===== src/source/prog_rom_macros.svh =====
// Program ROM sizing, address widths and download map base
`ifndef PROG_ROM_MACROS_SVH
`define PROG_ROM_MACROS_SVH

// ########################################
// Bank geometry
// ########################################

// Six program banks of equal size
`define PROG_BANKS 6

// Word address width of one bank
// 10 keeps simulation small, 14 gives the 32 KB banks of the board
`define BANK_AW 10

`define BANK_WORDS (1 << `BANK_AW)  // Words per bank

// ########################################
// Address maps
// ########################################

`define DL_AW 25                        // Loader byte address
`define SLOT_W (`DL_AW - `BANK_AW - 1)  // Bank-sized slot field of it

// Slot of program bank 0, the 0x0C0000 region start in bank units
`define PROG_BASE_BANK (32'h0C0000 >> (`BANK_AW + 1))

// CPU word address, eight bank slots
`define CPU_AW (`BANK_AW + 3)

`endif

===== src/source/prog_rom_pkg.sv =====
// Program ROM data types and the download address union
`include "prog_rom_macros.svh"

package prog_rom_pkg;

	// ########################################
	// Scalar types
	// ########################################

	typedef logic [7:0]              byte_t;       // Loader byte
	typedef logic [15:0]             word_t;       // CPU program word
	typedef logic [2:0]              bank_idx_t;   // CPU bank slot number
	typedef logic [`PROG_BANKS-1:0]  bank_mask_t;  // One-hot bank write
	typedef logic [`BANK_AW-1:0]     bank_addr_t;  // Word offset in a bank
	typedef logic [`CPU_AW-1:0]      cpu_addr_t;   // CPU word address

	// ########################################
	// Download byte address
	// ########################################

	// Field view of the loader address
	typedef struct packed {
		logic [`SLOT_W-1:0] slot;    // Bank-sized slot in the ROM image
		bank_addr_t         offset;  // Word within the slot
		logic               lane;    // 0 even byte, 1 odd byte
	} dl_fields_t;

	// Same bits seen flat or by field
	typedef union packed {
		logic [`DL_AW-1:0] raw;
		dl_fields_t        fld;
	} dl_addr_u;

endpackage


===== src/source/prog_rom_loader.sv =====
// Download byte pairing and program bank write decode
`timescale 1ns/1ps
`include "prog_rom_macros.svh"

module prog_rom_loader
	import prog_rom_pkg::*;
(
	input  logic       clk_sys,
	input  logic       rst_n,
	input  logic       dl_active,  // Download in progress
	input  logic       dl_wr,      // One strobe per byte
	input  logic [7:0] dl_index,   // 0 is the ROM image
	input  dl_addr_u   dl_addr,
	input  byte_t      dl_data,
	output bank_mask_t bank_we,
	output bank_addr_t wr_addr,
	output word_t      wr_data
);

	// Program region in slot units
	localparam int unsigned BASE_SLOT = `PROG_BASE_BANK;
	localparam int unsigned LAST_SLOT = BASE_SLOT + `PROG_BANKS - 1;

	logic        accept;     // Byte belongs to the ROM image
	logic        word_done;  // Odd byte closes a word
	logic        in_region;
	int unsigned slot_num;
	int unsigned bank_num;
	bank_mask_t  hit_mask;
	byte_t       prev_byte;  // Even half waiting for its partner

	// ########################################
	// Decode
	// ########################################

	assign accept    = dl_wr && dl_active && (dl_index == 8'd0);
	assign word_done = accept && dl_addr.fld.lane;

	assign slot_num  = 32'(dl_addr.fld.slot);
	assign in_region = (slot_num >= BASE_SLOT) && (slot_num <= LAST_SLOT);
	assign bank_num  = slot_num - BASE_SLOT;  // Only meaningful in region

	// One-hot bank for a slot inside the region
	always_comb begin
		hit_mask = '0;
		for (int i = 0; i < `PROG_BANKS; i++) begin
			hit_mask[i] = in_region && (bank_num == i);
		end
	end

	// ########################################
	// Registers
	// ########################################

	always_ff @(posedge clk_sys or negedge rst_n) begin
		if (!rst_n) begin
			prev_byte <= '0;
			bank_we   <= '0;
		end else begin
			bank_we <= '0;  // Single cycle pulse
			if (accept)
				prev_byte <= dl_data;  // Any lane refreshes it
			if (word_done)
				bank_we <= hit_mask;
		end
	end

	// Earlier byte lands in the high half
	always_ff @(posedge clk_sys) begin
		if (word_done) begin
			wr_addr <= dl_addr.fld.offset;
			wr_data <= {prev_byte, dl_data};
		end
	end

	// ########################################
	// Checks
	// ########################################

	// At most one bank written at a time
	a_we_onehot: assert property (@(posedge clk_sys) disable iff (!rst_n)
		$onehot0(bank_we));

endmodule


===== config.mk =====
export PLATFORM = sky130hd
export DESIGN_NAME = prog_rom_loader
export DESIGN_NICKNAME = d
export VERILOG_FILES = /design/src/source/prog_rom_pkg.sv /design/src/source/prog_rom_loader.sv
export VERILOG_INCLUDE_DIRS = /design/src /design/src/source
export SDC_FILE = /design/constraint.sdc
export NUM_CORES = 1
export LEC_CHECK = 0
export BUFFER_PORTS_ARGS = -buffer_cell sky130_fd_sc_hd__buf_2
export CORE_MARGIN = 3
export CORE_UTILIZATION = 46
export CTS_CLUSTER_SIZE = 20
export DETAILED_ROUTE_END_ITERATION = 8
export PLACE_DENSITY_LB_ADDON = 0.12
export SYNTH_ARGS = -nofsm -noshare
export SYNTH_HDL_FRONTEND = slang
export SYNTH_SLANG_ARGS = --single-unit

===== constraint.sdc =====
create_clock -name clk_sys -period 1.55 [get_ports clk_sys]
set_clock_uncertainty 0.1 [all_clocks]
set_input_delay 0.155 -clock clk_sys [delete_from_list [all_inputs] [get_ports clk_sys]]
set_output_delay 0.155 -clock clk_sys [all_outputs]
set_load 0.01 [all_outputs]

==> run_results.csv <==
group,metric,value,unit
yosys,yosys-top-cells-count,"edfxtp_1 (26), dfrtp_1 (14), nor4_1 (6)",
worst_setup_path,startpoint,"dl_addr[18]",
yosys,synth_fp_nets,117,
worst_setup_path,r2r-start,"prev_byte[2]",
sta,setup_ws,0.383,ns
worst_setup_path,ff2ff_path_depth,1,
route,wl_per_cell,14.1,um
pwr,power_frac_clock,29.2,%
yosys,synth-seq-area-share,81.5,%
clocking,clk_pin_slew,0.11,ns
pwr,power_switching,0.358,mW
global_routing,grt_util_met2,32.1,%
yosys,async_flop_share,35.0,%
sta,slew_violations,0,
worst_setup_path,r2r_end,"prev_byte[2]",
global_routing,grt_overflow_total,0,
global_routing,grt_pass1_wl,4430,um
yosys,synth_most_common_cell,"edfxtp_1",
worst_setup_path,critPathKind,"in -> reg",
sta,worst_pin_slew,0.404,ns
placement,dp.cells,179,
global_routing,grt_util_met1,16.1,%
placement,port_buffers,76,
yosys,ys.flop_type,"edfxtp_1",
sta,setup_violations,0,
sta,slew_headroom,72.7,%
worst_setup_path,crit_fanout,4,
pwr,p_int,1.45,mW
route,drc,0,
placement,preCtsSetupSlack,0.0368,ns
pwr,p_per_area,848,nW/um^2
global_routing,first_global_vias,1039,
sta,rsz0062_at_grt,"false",
sta,fin_crit_sh,75.3,%
worst_setup_path,slowest_delay,0.28,ns
clocking,clkLatencyLatePin,0.33,ns
sta,fin_crit,1.17,ns
clocking,cts_tree,"built",
pwr,p_seq_share,63.2,%
yosys,yosysTopAreaCell,"edfxtp_1",
clocking,clk_path_buf_depth,2,
yosys,synth_area_leaders,"edfxtp_1 (56%), dfrtp_1 (25%), mux2_2 (4.1%)",
final_layout,n_antenna_cell,0,
final_layout,final_nets,222,
floorplanning,io_pins,77,
floorplanning,die-height,60.9,um
job,drv_cap,0,
global_routing,busiest_layer,"met2",
pwr,ir_drop,0.633,mV
clocking,cts.sinks,40,
final_layout,final_util,76.0,%
floorplanning,dieArea,3710,um^2
hold_path,hold_depth,4,
yosys,synthCells,71,
global_routing,grt_max_degree,27,
final_layout,layout.cells.non_filler,208,
global_routing,grtUsageTotal,17.2,%
worst_setup_path,cp_cell_sequence,"buf_2 -> ha_1 -> nor4_1 -> nand4_1 -> nor4_1",
sta,hold_violations,0,
worst_setup_path,r2r_slack,0.69,ns
pwr,sw_frac_of_total,19.8,%
clocking,htree_levels,2,
route,viasPerCell,4.94,
yosys,syn_area_per_cell,19.5,um^2
worst_setup_path,start_kind,"input port",
yosys,synth.top_cell.area_share,56.3,%
floorplanning,rows,19,
clocking,hold_buffers,21,
route,antenna_left,0,
clocking,cts-root-buf,"clkbuf_4",
pwr,leakagePower,0.987,nW
clocking,post-cts-setup-buffers,0,
hold_path,hp-class,"in -> reg",
sta,fmax,0.857,GHz
floorplanning,start_util,49.5,%
worst_setup_path,cp_common_cell,"nor4_1",
final_layout,drive_gt1_share,54.8,%
floorplanning,die_width,60.9,um
placement,gp_congestion,0.741,
clocking,cts_inserted_buffers,5,
final_layout,area_growth,53.7,%
run_status,status,"complete, no violations",
yosys,synth_warnings,0,
worst_setup_path,required,1.67,ns
route,vias,1027,
worst_setup_path,endpoint,"bank_we[4]",
yosys,synthesis.area,1390,um^2
route,wirelength,2930,um
global_routing,antenna_found_initial,0,
floorplanning,coreArea,2810,um^2
yosys,ys_types,17,
yosys,synth-seq-cells,40,
worst_setup_path,cp.arrival,1.29,ns
route,drtIter0Drc,9,
route,dr.pass1.iters,4,
pwr,comb_power_share,7.6,%
yosys,synth_edf_count,26,
worst_setup_path,end_kind,"flip-flop",
clocking,ctsResizeCount,0,
worst_setup_path,cp_slowest_cell,"ha_1",
global_routing,met3_usage,5.74,%
## layout make-up
class,instances,area [um^2]
Clock buffer,7,55.1
Clock inverter,1,7.51
Fill cell,182,672
Inverter,2,7.51
Multi-Input combinational cell,28,275
Sequential cell,40,1130
Tap cell,31,38.8
Timing Repair Buffer,99,618
## power groups by stage
stage	clock [mW]	sequential, mW	combinational [mW]
CTS	0.553	1.14	0.139
global route	0.598	1.15	0.152
finish	0.528	1.14	0.137
global placement	0	1.17	0.0927
detailed placement	0	1.17	0.0981
floorplan	0	1.17	0.0196
## kinds of logic (layout without fill, tap and decap cells)
group	Yosys count	count (layout)	share of synthesized area, %
adder cells (fa/ha/maj)	1	1	0.902
buffers and inverters	3	109	1.35
flip-flops	40	40	81.5
multiplexers	8	8	7.30
AND/OR/NAND/NOR	19	19	8.93
## sequential cells by signal, indices dropped and copies added (netlist names)
name and flops:
prev_byte 8, wr_addr 10, wr_data 16, bank_we 6
## critical path, delay by kind of cell
family	cells	cell delay, ns
simple gates	3	0.74
fa+ha+maj	1	0.28
buf+inv	1	0.10
## per-stage QoR
stage               power (mW)  setup TNS [ns]  cell area (um^2)  hold WS [ns]
floorplan                 1.19           -4.88              1430        -0.241
global placement          1.26               0              1860       -0.0379
detailed placement        1.27               0              1860       -0.0280
CTS                       1.84               0              2130       0.00269
global route              1.90               0              2130        0.0366
finish                    1.81               0              2130        0.0247
## how the worst min path moves through the flow
stage / startpoint / to / slack [ns]
floorplan: rst_n / bank_we[0] / -0.24
global placement: rst_n / bank_we[4] / -0.04
detailed placement: rst_n / bank_we[4] / -0.03
CTS: dl_addr[22] / bank_we[3] / 0.003
global route: dl_addr[20] / bank_we[3] / 0.04
finish: dl_addr[22] / bank_we[3] / 0.02
## cell usage in the layout (no fill, tap or decap), types with 2 or more instances in the layout
cell type,n
buf_2,76
clkbuf_4,5
dfrtp_1,14
dlygate4sd3_1,21
edfxtp_1,26
inv_1,2
mux2_2,5
mux2_4,3
nand2_1,2
nand4_1,2
nor3_1,3
nor4_1,4
nor4_4,2
## per-layer routing
layer | routed length, um | up-vias
met5 | 0 | -
met4 | 73 | 0
met3 | 245 | 7
met2 | 1590 | 57
met1 | 1030 | 476
li1 | - | 487
(Power assumes the default switching activity.)
