### config.mk
export PLATFORM = sky130hd
export DESIGN_NAME = prog_rom_read_mux
export DESIGN_NICKNAME = d
export VERILOG_FILES = /design/src/source/prog_rom_pkg.sv /design/src/source/prog_rom_read_mux.sv
export VERILOG_INCLUDE_DIRS = /design/src /design/src/source
export SDC_FILE = /design/constraint.sdc
export NUM_CORES = 1
export LEC_CHECK = 0
export CORE_MARGIN = 1
export CORE_UTILIZATION = 55
export DETAILED_ROUTE_END_ITERATION = 16
export DONT_BUFFER_PORTS = 1
export PLACE_DENSITY = 0.7
export SYNTH_ARGS = -nofsm -noshare
export SYNTH_HDL_FRONTEND = slang
export SYNTH_SLANG_ARGS = --single-unit
### constraint.sdc
create_clock -name clk_sys -period 1.75 [get_ports clk_sys]
set_input_delay 0.175 -clock clk_sys [delete_from_list [all_inputs] [get_ports clk_sys]]
set_output_delay 0.175 -clock clk_sys [all_outputs]
set_load 0.01 [all_outputs]
### src/source/prog_rom_macros.svh
// Program ROM sizing, address widths and download map base
`ifndef PROG_ROM_MACROS_SVH
`define PROG_ROM_MACROS_SVH

// ########################################
// Bank geometry
// ########################################

// Six program banks of equal size
`define PROG_BANKS 6

// Word address width of one bank
// 10 keeps simulation small, 14 gives the 32 KB banks of the board
`define BANK_AW 10

`define BANK_WORDS (1 << `BANK_AW)  // Words per bank

// ########################################
// Address maps
// ########################################

`define DL_AW 25                        // Loader byte address
`define SLOT_W (`DL_AW - `BANK_AW - 1)  // Bank-sized slot field of it

// Slot of program bank 0, the 0x0C0000 region start in bank units
`define PROG_BASE_BANK (32'h0C0000 >> (`BANK_AW + 1))

// CPU word address, eight bank slots
`define CPU_AW (`BANK_AW + 3)

`endif
### src/source/prog_rom_pkg.sv
// Program ROM data types and the download address union
`include "prog_rom_macros.svh"

package prog_rom_pkg;

	// ########################################
	// Scalar types
	// ########################################

	typedef logic [7:0]              byte_t;       // Loader byte
	typedef logic [15:0]             word_t;       // CPU program word
	typedef logic [2:0]              bank_idx_t;   // CPU bank slot number
	typedef logic [`PROG_BANKS-1:0]  bank_mask_t;  // One-hot bank write
	typedef logic [`BANK_AW-1:0]     bank_addr_t;  // Word offset in a bank
	typedef logic [`CPU_AW-1:0]      cpu_addr_t;   // CPU word address

	// ########################################
	// Download byte address
	// ########################################

	// Field view of the loader address
	typedef struct packed {
		logic [`SLOT_W-1:0] slot;    // Bank-sized slot in the ROM image
		bank_addr_t         offset;  // Word within the slot
		logic               lane;    // 0 even byte, 1 odd byte
	} dl_fields_t;

	// Same bits seen flat or by field
	typedef union packed {
		logic [`DL_AW-1:0] raw;
		dl_fields_t        fld;
	} dl_addr_u;

endpackage

### src/source/prog_rom_read_mux.sv
// CPU address decode, bank select alignment and output register
`timescale 1ns/1ps
`include "prog_rom_macros.svh"

module prog_rom_read_mux
	import prog_rom_pkg::*;
(
	input  logic       clk_sys,
	input  logic       rst_n,
	input  logic       prog_rd,                // CPU read strobe
	input  cpu_addr_t  prog_addr,
	output bank_addr_t rd_addr,                // Shared by all banks
	input  word_t      bank_q [`PROG_BANKS],
	output word_t      prog_data,
	output logic       prog_valid              // Two clocks after prog_rd
);

	bank_idx_t rd_bank;    // Slot of the incoming read
	bank_idx_t bank_d1;    // Same, aligned with RAM output
	logic      rd_d1;      // Strobe, aligned with RAM output
	word_t     sel_word;

	// ########################################
	// Address split
	// ########################################

	assign rd_addr = prog_addr[`BANK_AW-1:0];          // Offset straight to RAM
	assign rd_bank = prog_addr[`CPU_AW-1:`BANK_AW];

	// Stage 1, wait out the RAM read
	always_ff @(posedge clk_sys or negedge rst_n) begin
		if (!rst_n) begin
			bank_d1 <= '0;
			rd_d1   <= 1'b0;
		end else begin
			bank_d1 <= rd_bank;
			rd_d1   <= prog_rd;
		end
	end

	// ########################################
	// Select and output
	// ########################################

	// Slots past the last bank read as zero
	always_comb begin
		sel_word = '0;
		for (int i = 0; i < `PROG_BANKS; i++) begin
			if (bank_d1 == 3'(i))
				sel_word = bank_q[i];
		end
	end

	// Stage 2
	always_ff @(posedge clk_sys or negedge rst_n) begin
		if (!rst_n) begin
			prog_data  <= '0;
			prog_valid <= 1'b0;
		end else begin
			prog_valid <= rd_d1;
			if (rd_d1)
				prog_data <= sel_word;  // Holds between reads
		end
	end

	// Fixed two cycle latency, both directions
	a_rd_latency: assert property (@(posedge clk_sys) disable iff (!rst_n)
		prog_rd |-> ##2 prog_valid);

	a_valid_cause: assert property (@(posedge clk_sys) disable iff (!rst_n)
		prog_valid |-> $past(prog_rd, 2));

endmodule

==> results.txt, run 1 <==
----------------------------------------------------
[Outcome]
  Outcome ... finished clean

[Setup path]
  CP startpoint kind ... flip-flop
  Required arrival time at the worst endpoint ... about 2 ns
  Worst R2R Path Depth ... 4
  Internal reg-to-reg setup slack ... roughly 0.31 ns
  Beginning of the worst register-to-register path ... bank_d1[0]
  Worst setup path category ... reg -> reg
  Worst-path maximum fanout ... 16
  Reg-to-Reg End ... prog_data[0]
  Nature of the critical path endpoint ... flip-flop
  Crit path arrival time ... 1.63 ns

[CTS]
  Max H-tree Level ... 1
  Insertion delay of the later-clocked pin in the worst-skew pair ... approximately 0.31 ns
  CTS tree ... yes
  Clock-pin slew on the worst setup and hold paths ... about 0.12 ns
  Number of buffers on the longest clock path ... 2
  TritonCTS Buffers ... 3
  Post-CTS setup repair buffer count ... 0
  Root Driver ... clkbuf_4
  Number of sinks driven by the clock tree ... 21

[Synth]
  Largest cells by area after synthesis ... dfrtp_1, mux4_2, mux2i_1
  Mean cell area of the mapped netlist ... roughly 11 µm²
  Instance count of the mapped netlist ... about 150
  Netlist Area Pre-Place ... roughly 1600 µm²
  Count of state elements after synthesis ... 21
  Library cells used by synthesis ... 19
  Post-synth net total ... approximately 260
  Proportion of synthesized chip area in sequential cells ... around a third
  Number of synthesis warnings ... 0
  Area share of the largest cell type after synthesis ... 32.61%
  Most area-hungry cell type in the Yosys netlist ... dfrtp_1

[Power]
  Peak supply drop ... about 0.63 mV
  Leakage dissipation ... roughly 0.66 nW
  P per Cell Area ... approximately 670 nW/µm²

[STA]
  Shortest period the worst path allows ... 1.436 ns
  Achievable Freq ... approximately 700 MHz
  Final-report hold violation count ... 0
  Post-route setup TNS ... 0 ns
  Worst slew slack as a fraction of its limit ... between 30 and 40%
  RSZ-0062 raised after global routing ... false
  Pins over their slew limit ... 0
  Largest clock skew in the final design ... 0.01179 ns
  Post-route clock period utilization ... just over 80%
  Worst slew pin tran ... between 0.9 and 1 ns
  Final number of setup-violating endpoints ... 0

[Routing]
  Final wirelength ... about 3700 µm
  DRC Markers ... 0
  Number of vias per cell after detailed routing ... a little under 7
  Number of detailed-route iterations in the first pass ... 4
  Number of nets still failing antenna checks after routing ... 0
  Number of DRC markers after the initial detailed-route iteration ... 30
  Vias post-DR ... roughly 1200
  WL per Instance ... about 21 µm

[Cells and area]
  Number of filler cells placed in the layout ... between 200 and 250
  Antenna diode instance count ... 0
  P&R area growth vs syn ... 1.630%
  Combined area of the multi-input logic cells ... just over 900 µm²
  Post-layout util ... between 50% and 60%
  Sequential cell area in the final layout ... 526.8 µm²
  Most frequent cells in the layout ... dfrtp_1, o21ai_0, mux2i_1, nand2b_1
  Share of layout cells above drive strength 1 ... a little over a fifth
  Final design instance area without fill ... 1638 µm²
  Number of nets in the finished design ... 257
  Most common cell after layout, fill and taps aside ... dfrtp_1

[Floorplan]
  Placeable core region ... around 2800 µm²
  Site Rows ... 19
  Chip width ... 56.13 µm
  Starting density of the core ... 58.44%
  Die area ... ~3200 µm²
  Die Y ... 56.13 µm
  I/O pin count ... around 140

[Job]
  MaxCap Viol Count ... 0

[Min path]
  HP Start ... bank_q[17]
  Worst Hold Depth ... 2
  Hold/Removal Path Class ... in -> reg
  Worst-case hold path end point ... prog_data[1]

[Global route]
  Pin count of the biggest net entering global routing ... 23
  First-pass GRT wire length ... between 5000 and 6000 µm
  Total congestion overflow ... 0
  Gr usage total ... 23.96%
  Number of global-route vias before repair ... between 1000 and 1500
  Number of antenna violations at the first check in global routing ... 0

[Place]
  Gp weighted congestion ... between 0.7 and 0.8
  Total of buffers placed on input and output ports ... 0
  DP Wirelength ... 2880 µm
  Dpl cell area ... around 1600 µm²

----------------------------------------------------
layer usage:
layer	wire length, µm	GRT usage [%]	up-vias
li1	-	-	545
met1	1358	28.11	557
met2	1867	40.48	79
met3	449	10.70	2
met4	18	5.226	0
met5	0	0	-
stage by stage:
| step | setup slack [ns] | hold WS [ns] | cells | total power, W |
|---|---|---|---|---|
| final | 0.3138 | 0.09415 | 175 | 0.001096 |
| after global routing | 0.2452 | 0.08837 | 175 | 0.001154 |
| after CTS | 0.2969 | 0.09136 | 175 | 0.001107 |
| after detailed placement | 0.3069 | -0.1202 | 166 | 0.0008546 |
| after global placement | 0.3480 | -0.1201 | 166 | 0.0008440 |
| after floorplan | 0.4462 | -0.1206 | 149 | 0.0008357 |
state kept, by name, indices dropped and copies added, names as in the netlist:
signal and cells:
bank_d1 3, prog_data 16, prog_valid 1, rd_d1 1
power by group:
part           switching (W)  total [W]  internal (W)
Combinational       0.000114   0.000263      0.000149
Clock               0.000147   0.000236     0.0000889
Sequential         0.0000608   0.000598      0.000537
Total               0.000322    0.00110      0.000774
area by class of cell:
type	instances	share of cell area, %
multi-input cells	104	55.46
flip-flops and latches	21	32.16
repair buffers	15	8.403
well taps	31	2.368
clock buffers	4	1.604
how the worst max path moves through the flow:
stage	to	slack, ns	start	depth (start not counted)
2_1_floorplan	prog_data[2]	0.45	bank_d1[0]	4
3_3_place_gp	prog_data[1]	0.35	bank_d1[0]	4
3_5_place_dp	prog_data[12]	0.31	bank_d1[0]	4
4_1_cts	prog_data[0]	0.30	bank_d1[0]	4
5_1_grt	prog_data[13]	0.25	bank_d1[0]	4
6_report	prog_data[0]	0.31	bank_d1[0]	4
kinds of logic (layout without fill, tap and decap cells):
| logic type | after synthesis | count (layout) | share of synthesized area [%] |
|---|---|---|---|
| compound gates | 48 | 48 | 18.56 |
| simple gates | 30 | 30 | 13.12 |
| mux | 26 | 26 | 24.69 |
| buf+inv | 24 | 19 | 11.02 |
| flops | 21 | 21 | 32.61 |
worst max-delay path, cell delays in order (launching register included):
cell and delay (ns):
dfrtp_2 0.40, buf_4 0.24, mux4_2 0.53, nand2b_1 0.09, a31oi_1 0.07
cell usage after synthesis, drive strengths merged:
master,n
a22oi,5
a31o,5
a31oi,11
and2b,2
buf,20
clkbuf,4
dfrtp,21
mux2i,15
mux4,11
nand2b,14
nand3b,1
nor2,1
nor2b,4
o21ai,16
o22ai,11
or2b,8
timing repair:
item	CTS	global route
endpoints found under the hold margin	25	0
hold buffers	5	0
gates resized for setup	0	0
No activity file was read; power rests on OpenSTA's default activity.
==> inputs of run 2 (changes only) <==
==> constraint.sdc (replaced) <==
create_clock -name clk_sys -period 1.4 [get_ports clk_sys]
set_input_delay 0.14 -clock clk_sys [delete_from_list [all_inputs] [get_ports clk_sys]]
set_output_delay 0.14 -clock clk_sys [all_outputs]
set_load 0.01 [all_outputs]
==> results.txt, run 2 (synthesis gave the netlist of run 1 again) <==
----------------------------------------------------
[Place]
  DP Wirelength ... ~3100 µm
  Dpl cell area ... around 1600 µm²
  Gp weighted congestion ... between 0.7 and 0.8
  Total of buffers placed on input and output ports ... 0

[Cells and area]
  Share of layout cells above drive strength 1 ... between 20% and 30%
  Number of filler cells placed in the layout ... between 200 and 250
  Antenna diode instance count ... 0
  Most frequent cells in the layout ... dfrtp_1, mux2i_1, nand2b_1, o21ai_0
  Top flop regs ... prog_data x16, bank_d1 x3
  Most common cell after layout, fill and taps aside ... dfrtp_1
  Final design instance area without fill ... around 1700 µm²
  Register containing the most flip-flops in the final layout ... prog_data
  Number of nets in the finished design ... 262
  Sequential cell area in the final layout ... around 530 µm²
  Combined area of the multi-input logic cells ... 908.4 µm²
  P&R area growth vs syn ... 6.832%
  Flip-flop count of the largest register after layout ... 16

[Setup path]
  Required arrival time at the worst endpoint ... about 1.6 ns
  Crit path arrival time ... 1.57 ns
  Worst-path maximum fanout ... 14
  Nature of the critical path endpoint ... flip-flop
  CP startpoint kind ... flip-flop
  Worst setup path category ... reg -> reg

[Global route]
  Total congestion overflow ... 0
  Pin count of the biggest net entering global routing ... 24
  Gr usage total ... 26.50%
  First-pass GRT wire length ... approximately 6400 µm
  Number of antenna violations at the first check in global routing ... 0
  Number of global-route vias before repair ... 1307

[STA]
  Final-report hold violation count ... 0
  Final hold slack ... ~0.063 ns
  RSZ-0062 raised after global routing ... true
  Final number of setup-violating endpoints ... 0
  Largest clock skew in the final design ... 0.004527 ns
  Pins over their slew limit ... 0
  Worst slew pin tran ... about 0.97 ns
  Post-route setup TNS ... 0 ns
  Post-route clock period utilization ... between 90% and 100%
  Worst slew slack as a fraction of its limit ... between 30% and 40%
  Achievable Freq ... between 700 and 800 MHz
  Shortest period the worst path allows ... around 1.4 ns

[Floorplan]
  Die area ... 3151 µm²
  Site Rows ... 19
  Chip width ... ~56 µm
  Starting density of the core ... 58.44%
  Placeable core region ... 2758 µm²
  Die Y ... approximately 56 µm
  I/O pin count ... 139

[CTS]
  TritonCTS Buffers ... 3
  Number of sinks driven by the clock tree ... 21
  Clock-pin slew on the worst setup and hold paths ... 0.13 ns
  Max H-tree Level ... 1
  CTS tree ... yes
  Root Driver ... clkbuf_4
  Number of buffers on the longest clock path ... 2
  Insertion delay of the later-clocked pin in the worst-skew pair ... 0.31 ns

[Routing]
  Vias post-DR ... ~1200
  Number of vias per cell after detailed routing ... roughly 7
  Number of nets still failing antenna checks after routing ... 0
  DRC Markers ... 0
  Number of DRC markers after the initial detailed-route iteration ... 63
  Final wirelength ... just under 4000 µm
  Number of detailed-route iterations in the first pass ... 4
  WL per Instance ... about 22 µm

[Outcome]
  Outcome ... finished clean

[Power]
  Leakage dissipation ... 0.7041 nW
  P per Cell Area ... just over 800 nW/µm²
  Peak supply drop ... between 0.5 and 0.6 mV

[Job]
  MaxCap Viol Count ... 0

[Min path]
  Hold/Removal Path Class ... in -> reg

----------------------------------------------------
-- run 2: cell types whose count changed in the layout (fill, tap and decap cells not counted) --
cell / before / now
clkbuf_1: 1 / 0
clkinv_2: 0 / 1
o21ai_1: 0 / 3
buf_16: 0 / 1
o21ai_0: 16 / 13
buf_4: 9 / 11
buf_12: 1 / 3
-- run 2: area by class of cell --
cell class | count | share of cell area [%]
Clock inverter | 1 | 0.2907
Clock buffer | 3 | 1.308
Timing Repair Buffer | 20 | 12.79
Multi-Input combinational cell | 104 | 52.76
Sequential cell | 21 | 30.60
Tap cell | 31 | 2.253
-- run 2: metal layers --
metal	track usage, %	up-vias	wire length [µm]
met5	0	-	0
li1	-	558	-
met2	45.41	81	2131
met1	32.22	601	1363
met3	6.744	6	374
met4	9.408	0	57
-- run 2: timing repair --
| action | 4_1_cts | 5_1_grt |
|---|---|---|
| pin swaps | 3 | 6 |
| endpoints found under the hold margin | 25 | 0 |
| setup endpoints to repair | 5 | 14 |
| buffers inserted | 0 | 3 |
| gates resized for setup | 0 | 4 |
| cloned | 1 | 0 |
| hold buffers | 5 | 0 |
-- run 2: final timing paths --
check	depth (start not counted)	start	slack (ns)	end
worst min-delay path	2	bank_q[25]	0.06	prog_data[9]
worst max register to register	4	bank_d1[0]	0.03	prog_data[6]
worst max-delay path	4	bank_d1[0]	0.03	prog_data[6]
worst min register to register	1	rd_d1	0.61	prog_valid
min in group asynchronous	1	rst_n	0.42	prog_data[1]
max in group asynchronous	1	rst_n	0.33	bank_d1[0]
-- run 2: power breakdown --
| part | switching, W | total [W] | internal, W |
|---|---|---|---|
| clock | 0.000196 | 0.000302 | 0.000107 |
| sequential | 0.0000754 | 0.000747 | 0.000671 |
| combinational | 0.000151 | 0.000360 | 0.000209 |
| total | 0.000422 | 0.00141 | 0.000987 |
-- run 2: critical path, stage by stage (launching register included) --
cell and delay, ns:
dfrtp_2 0.44, buf_12 0.16, mux4_2 0.50, nand2b_1 0.09, a31oi_1 0.08
-- run 2: per-stage QoR --
stage | util, % | setup slack, ns | power (W) | cells
CTS | 61.80 | 0.003412 | 0.001430 | 177
global route | 62.43 | -0.06875 | 0.001493 | 180
global placement | 57.80 | 0.03423 | 0.001064 | 167
detailed placement | 57.80 | 0.006750 | 0.001081 | 167
finish | 62.43 | 0.02671 | 0.001409 | 180
floorplan | - | 0.09616 | 0.001045 | 149
==> inputs of run 3 (changes only) <==
--- a/config.mk
+++ b/config.mk
@@ -8,9 +8,11 @@
 export LEC_CHECK = 0
 export CORE_MARGIN = 1
 export CORE_UTILIZATION = 55
+export CTS_CLUSTER_SIZE = 10
 export DETAILED_ROUTE_END_ITERATION = 16
 export DONT_BUFFER_PORTS = 1
 export PLACE_DENSITY = 0.7
+export SETUP_SLACK_MARGIN = 0.2
 export SYNTH_ARGS = -nofsm -noshare
 export SYNTH_HDL_FRONTEND = slang
 export SYNTH_SLANG_ARGS = --single-unit
==> results.txt, run 3 (synthesis gave the netlist of run 1 again) <==
----------------------------------------------------
[Outcome]
  Outcome ... finished clean

[Cells and area]
  Share of layout cells above drive strength 1 ... approximately a quarter
  Number of nets in the finished design ... 262
  Post-layout util ... 63.11%
  Final design instance area without fill ... 1740 µm²
  Register containing the most flip-flops in the final layout ... prog_data
  Flip-flop count of the largest register after layout ... 16
  Top flop regs ... prog_data x16, bank_d1 x3
  P&R area growth vs syn ... 7.997%
  Most common cell after layout, fill and taps aside ... dfrtp_1
  Number of standard cells in the final layout excluding fillers ... 180
  Antenna diode instance count ... 0
  Combined area of the multi-input logic cells ... between 900 and 1000 µm²
  Most frequent cells in the layout ... dfrtp_1, mux2i_1, nand2b_1
  Number of filler cells placed in the layout ... ~230
  Sequential cell area in the final layout ... ~530 µm²

[Floorplan]
  Die area ... ~3200 µm²
  Placeable core region ... about 2800 µm²
  Die Y ... approximately 56 µm
  Starting density of the core ... roughly three fifths
  Site Rows ... 19
  Chip width ... roughly 56 µm
  I/O pin count ... ~140

[Routing]
  Number of detailed-route iterations in the first pass ... 4
  DRC Markers ... 0
  Final wirelength ... ~3700 µm
  Number of nets still failing antenna checks after routing ... 0
  Number of vias per cell after detailed routing ... around 7
  Number of DRC markers after the initial detailed-route iteration ... 75
  WL per Instance ... ~21 µm
  Vias post-DR ... 1233

[STA]
  Post-route clock period utilization ... 96.53%
  Final hold slack ... roughly 0.057 ns
  Shortest period the worst path allows ... around 1.4 ns
  Achievable Freq ... 739.9 MHz
  Worst slew pin tran ... 1.001 ns
  RSZ-0062 raised after global routing ... true
  Worst slew slack as a fraction of its limit ... ~33%
  Post-route setup TNS ... 0 ns
  Final number of setup-violating endpoints ... 0
  Final-report hold violation count ... 0
  Largest clock skew in the final design ... roughly 0.007 ns
  Pins over their slew limit ... 0

[Global route]
  First-pass GRT wire length ... 5582 µm
  Total congestion overflow ... 0
  Pin count of the biggest net entering global routing ... 44
  Number of antenna violations at the first check in global routing ... 0
  Number of global-route vias before repair ... ~1300
  Gr usage total ... about 23%

[Power]
  Combinational group share of total power ... 25.8%
  Peak supply drop ... roughly 0.60 mV
  Clock power share ... between 20% and 30%
  Fraction of power spent switching nets ... between 20% and 30%
  Cell Int Power ... approximately 0.00099 W
  Leakage dissipation ... 0.7159 nW
  P per Cell Area ... a little over 800 nW/µm²
  Power spent charging and discharging nets ... ~0.00042 W
  Power share of the sequential group ... between 50% and 60%

[Min path]
  Hold/Removal Path Class ... in -> async

[Setup path]
  Crit path arrival time ... 1.54 ns
  Nature of the critical path endpoint ... flip-flop
  CP startpoint kind ... flip-flop
  Worst setup path category ... reg -> reg
  Worst-path maximum fanout ... 10
  Required arrival time at the worst endpoint ... around 1.6 ns

[CTS]
  Clock-pin slew on the worst setup and hold paths ... between 0.1 and 0.15 ns
  CTS tree ... yes
  Root Driver ... clkbuf_4
  Number of buffers on the longest clock path ... 2
  Insertion delay of the later-clocked pin in the worst-skew pair ... around 0.30 ns
  TritonCTS Buffers ... 3
  Max H-tree Level ... 1
  Number of sinks driven by the clock tree ... 21

[Place]
  DP Wirelength ... roughly 2800 µm
  Dpl cell area ... 1602 µm²
  Total placed cells including tap cells ... approximately 170
  Gp weighted congestion ... 0.7217
  Total of buffers placed on input and output ports ... 0

[Job]
  MaxCap Viol Count ... 0

----------------------------------------------------
-- run 3: metrics by stage --
| stage | worst slack, ns | power (W) |
|---|---|---|
| finish | 0.04855 | 0.001414 |
| global route | -0.03408 | 0.001486 |
| CTS | 0.02960 | 0.001418 |
| detailed placement | 0.03182 | 0.001084 |
| global placement | 0.06793 | 0.001070 |
| floorplan | 0.09616 | 0.001047 |
-- run 3: final timing paths --
check | from | end | slack [ns] | depth (start not counted)
max | bank_d1[0] | prog_data[3] | 0.05 | 4
min | rst_n | prog_data[0] | 0.06 | 1
max reg2reg | bank_d1[0] | prog_data[3] | 0.05 | 4
min reg2reg | rd_d1 | prog_valid | 0.45 | 0
max in group asynchronous | rst_n | bank_d1[0] | 0.67 | 1
min in group clk_sys | bank_q[22] | prog_data[6] | 0.06 | 2
-- run 3: timing repair --
action	4_1_cts	5_1_grt
hold buffers	5	0
endpoints found under the hold margin	25	0
gates resized for setup	0	2
gates cloned	0	1
setup buffers	4	0
setup endpoints to repair	16	17
pin swaps	0	0
-- run 3: cell type report --
class	count	share of cell area [%]
clock inverters	1	0.2876
multi-input cells	104	52.55
clock buffers	3	1.294
repair buffers	20	13.37
well taps	31	2.229
flip-flops and latches	21	30.27
-- run 3: worst max-delay path: stages (launching register included) --
cell      delay (ns)
dfrtp_2         0.43
buf_12          0.15
mux4_2          0.49
nand2b_1        0.08
a31oi_1         0.08
-- run 3: power by group through the flow --
stage	Clock (W)	Sequential [W]	Combinational (W)
global placement	0	0.000758	0.000312
global route	0.000333	0.000754	0.000399
detailed placement	0	0.000760	0.000324
floorplan	0	0.000746	0.000301
finish	0.000303	0.000747	0.000365
CTS	0.000314	0.000748	0.000356
-- run 3: metal layers --
metal	GRT usage, %	part of all wire, %
met1	26.30	37
met2	40.48	53
met3	5.349	10
met4	7.317	0.27
met5	0	0
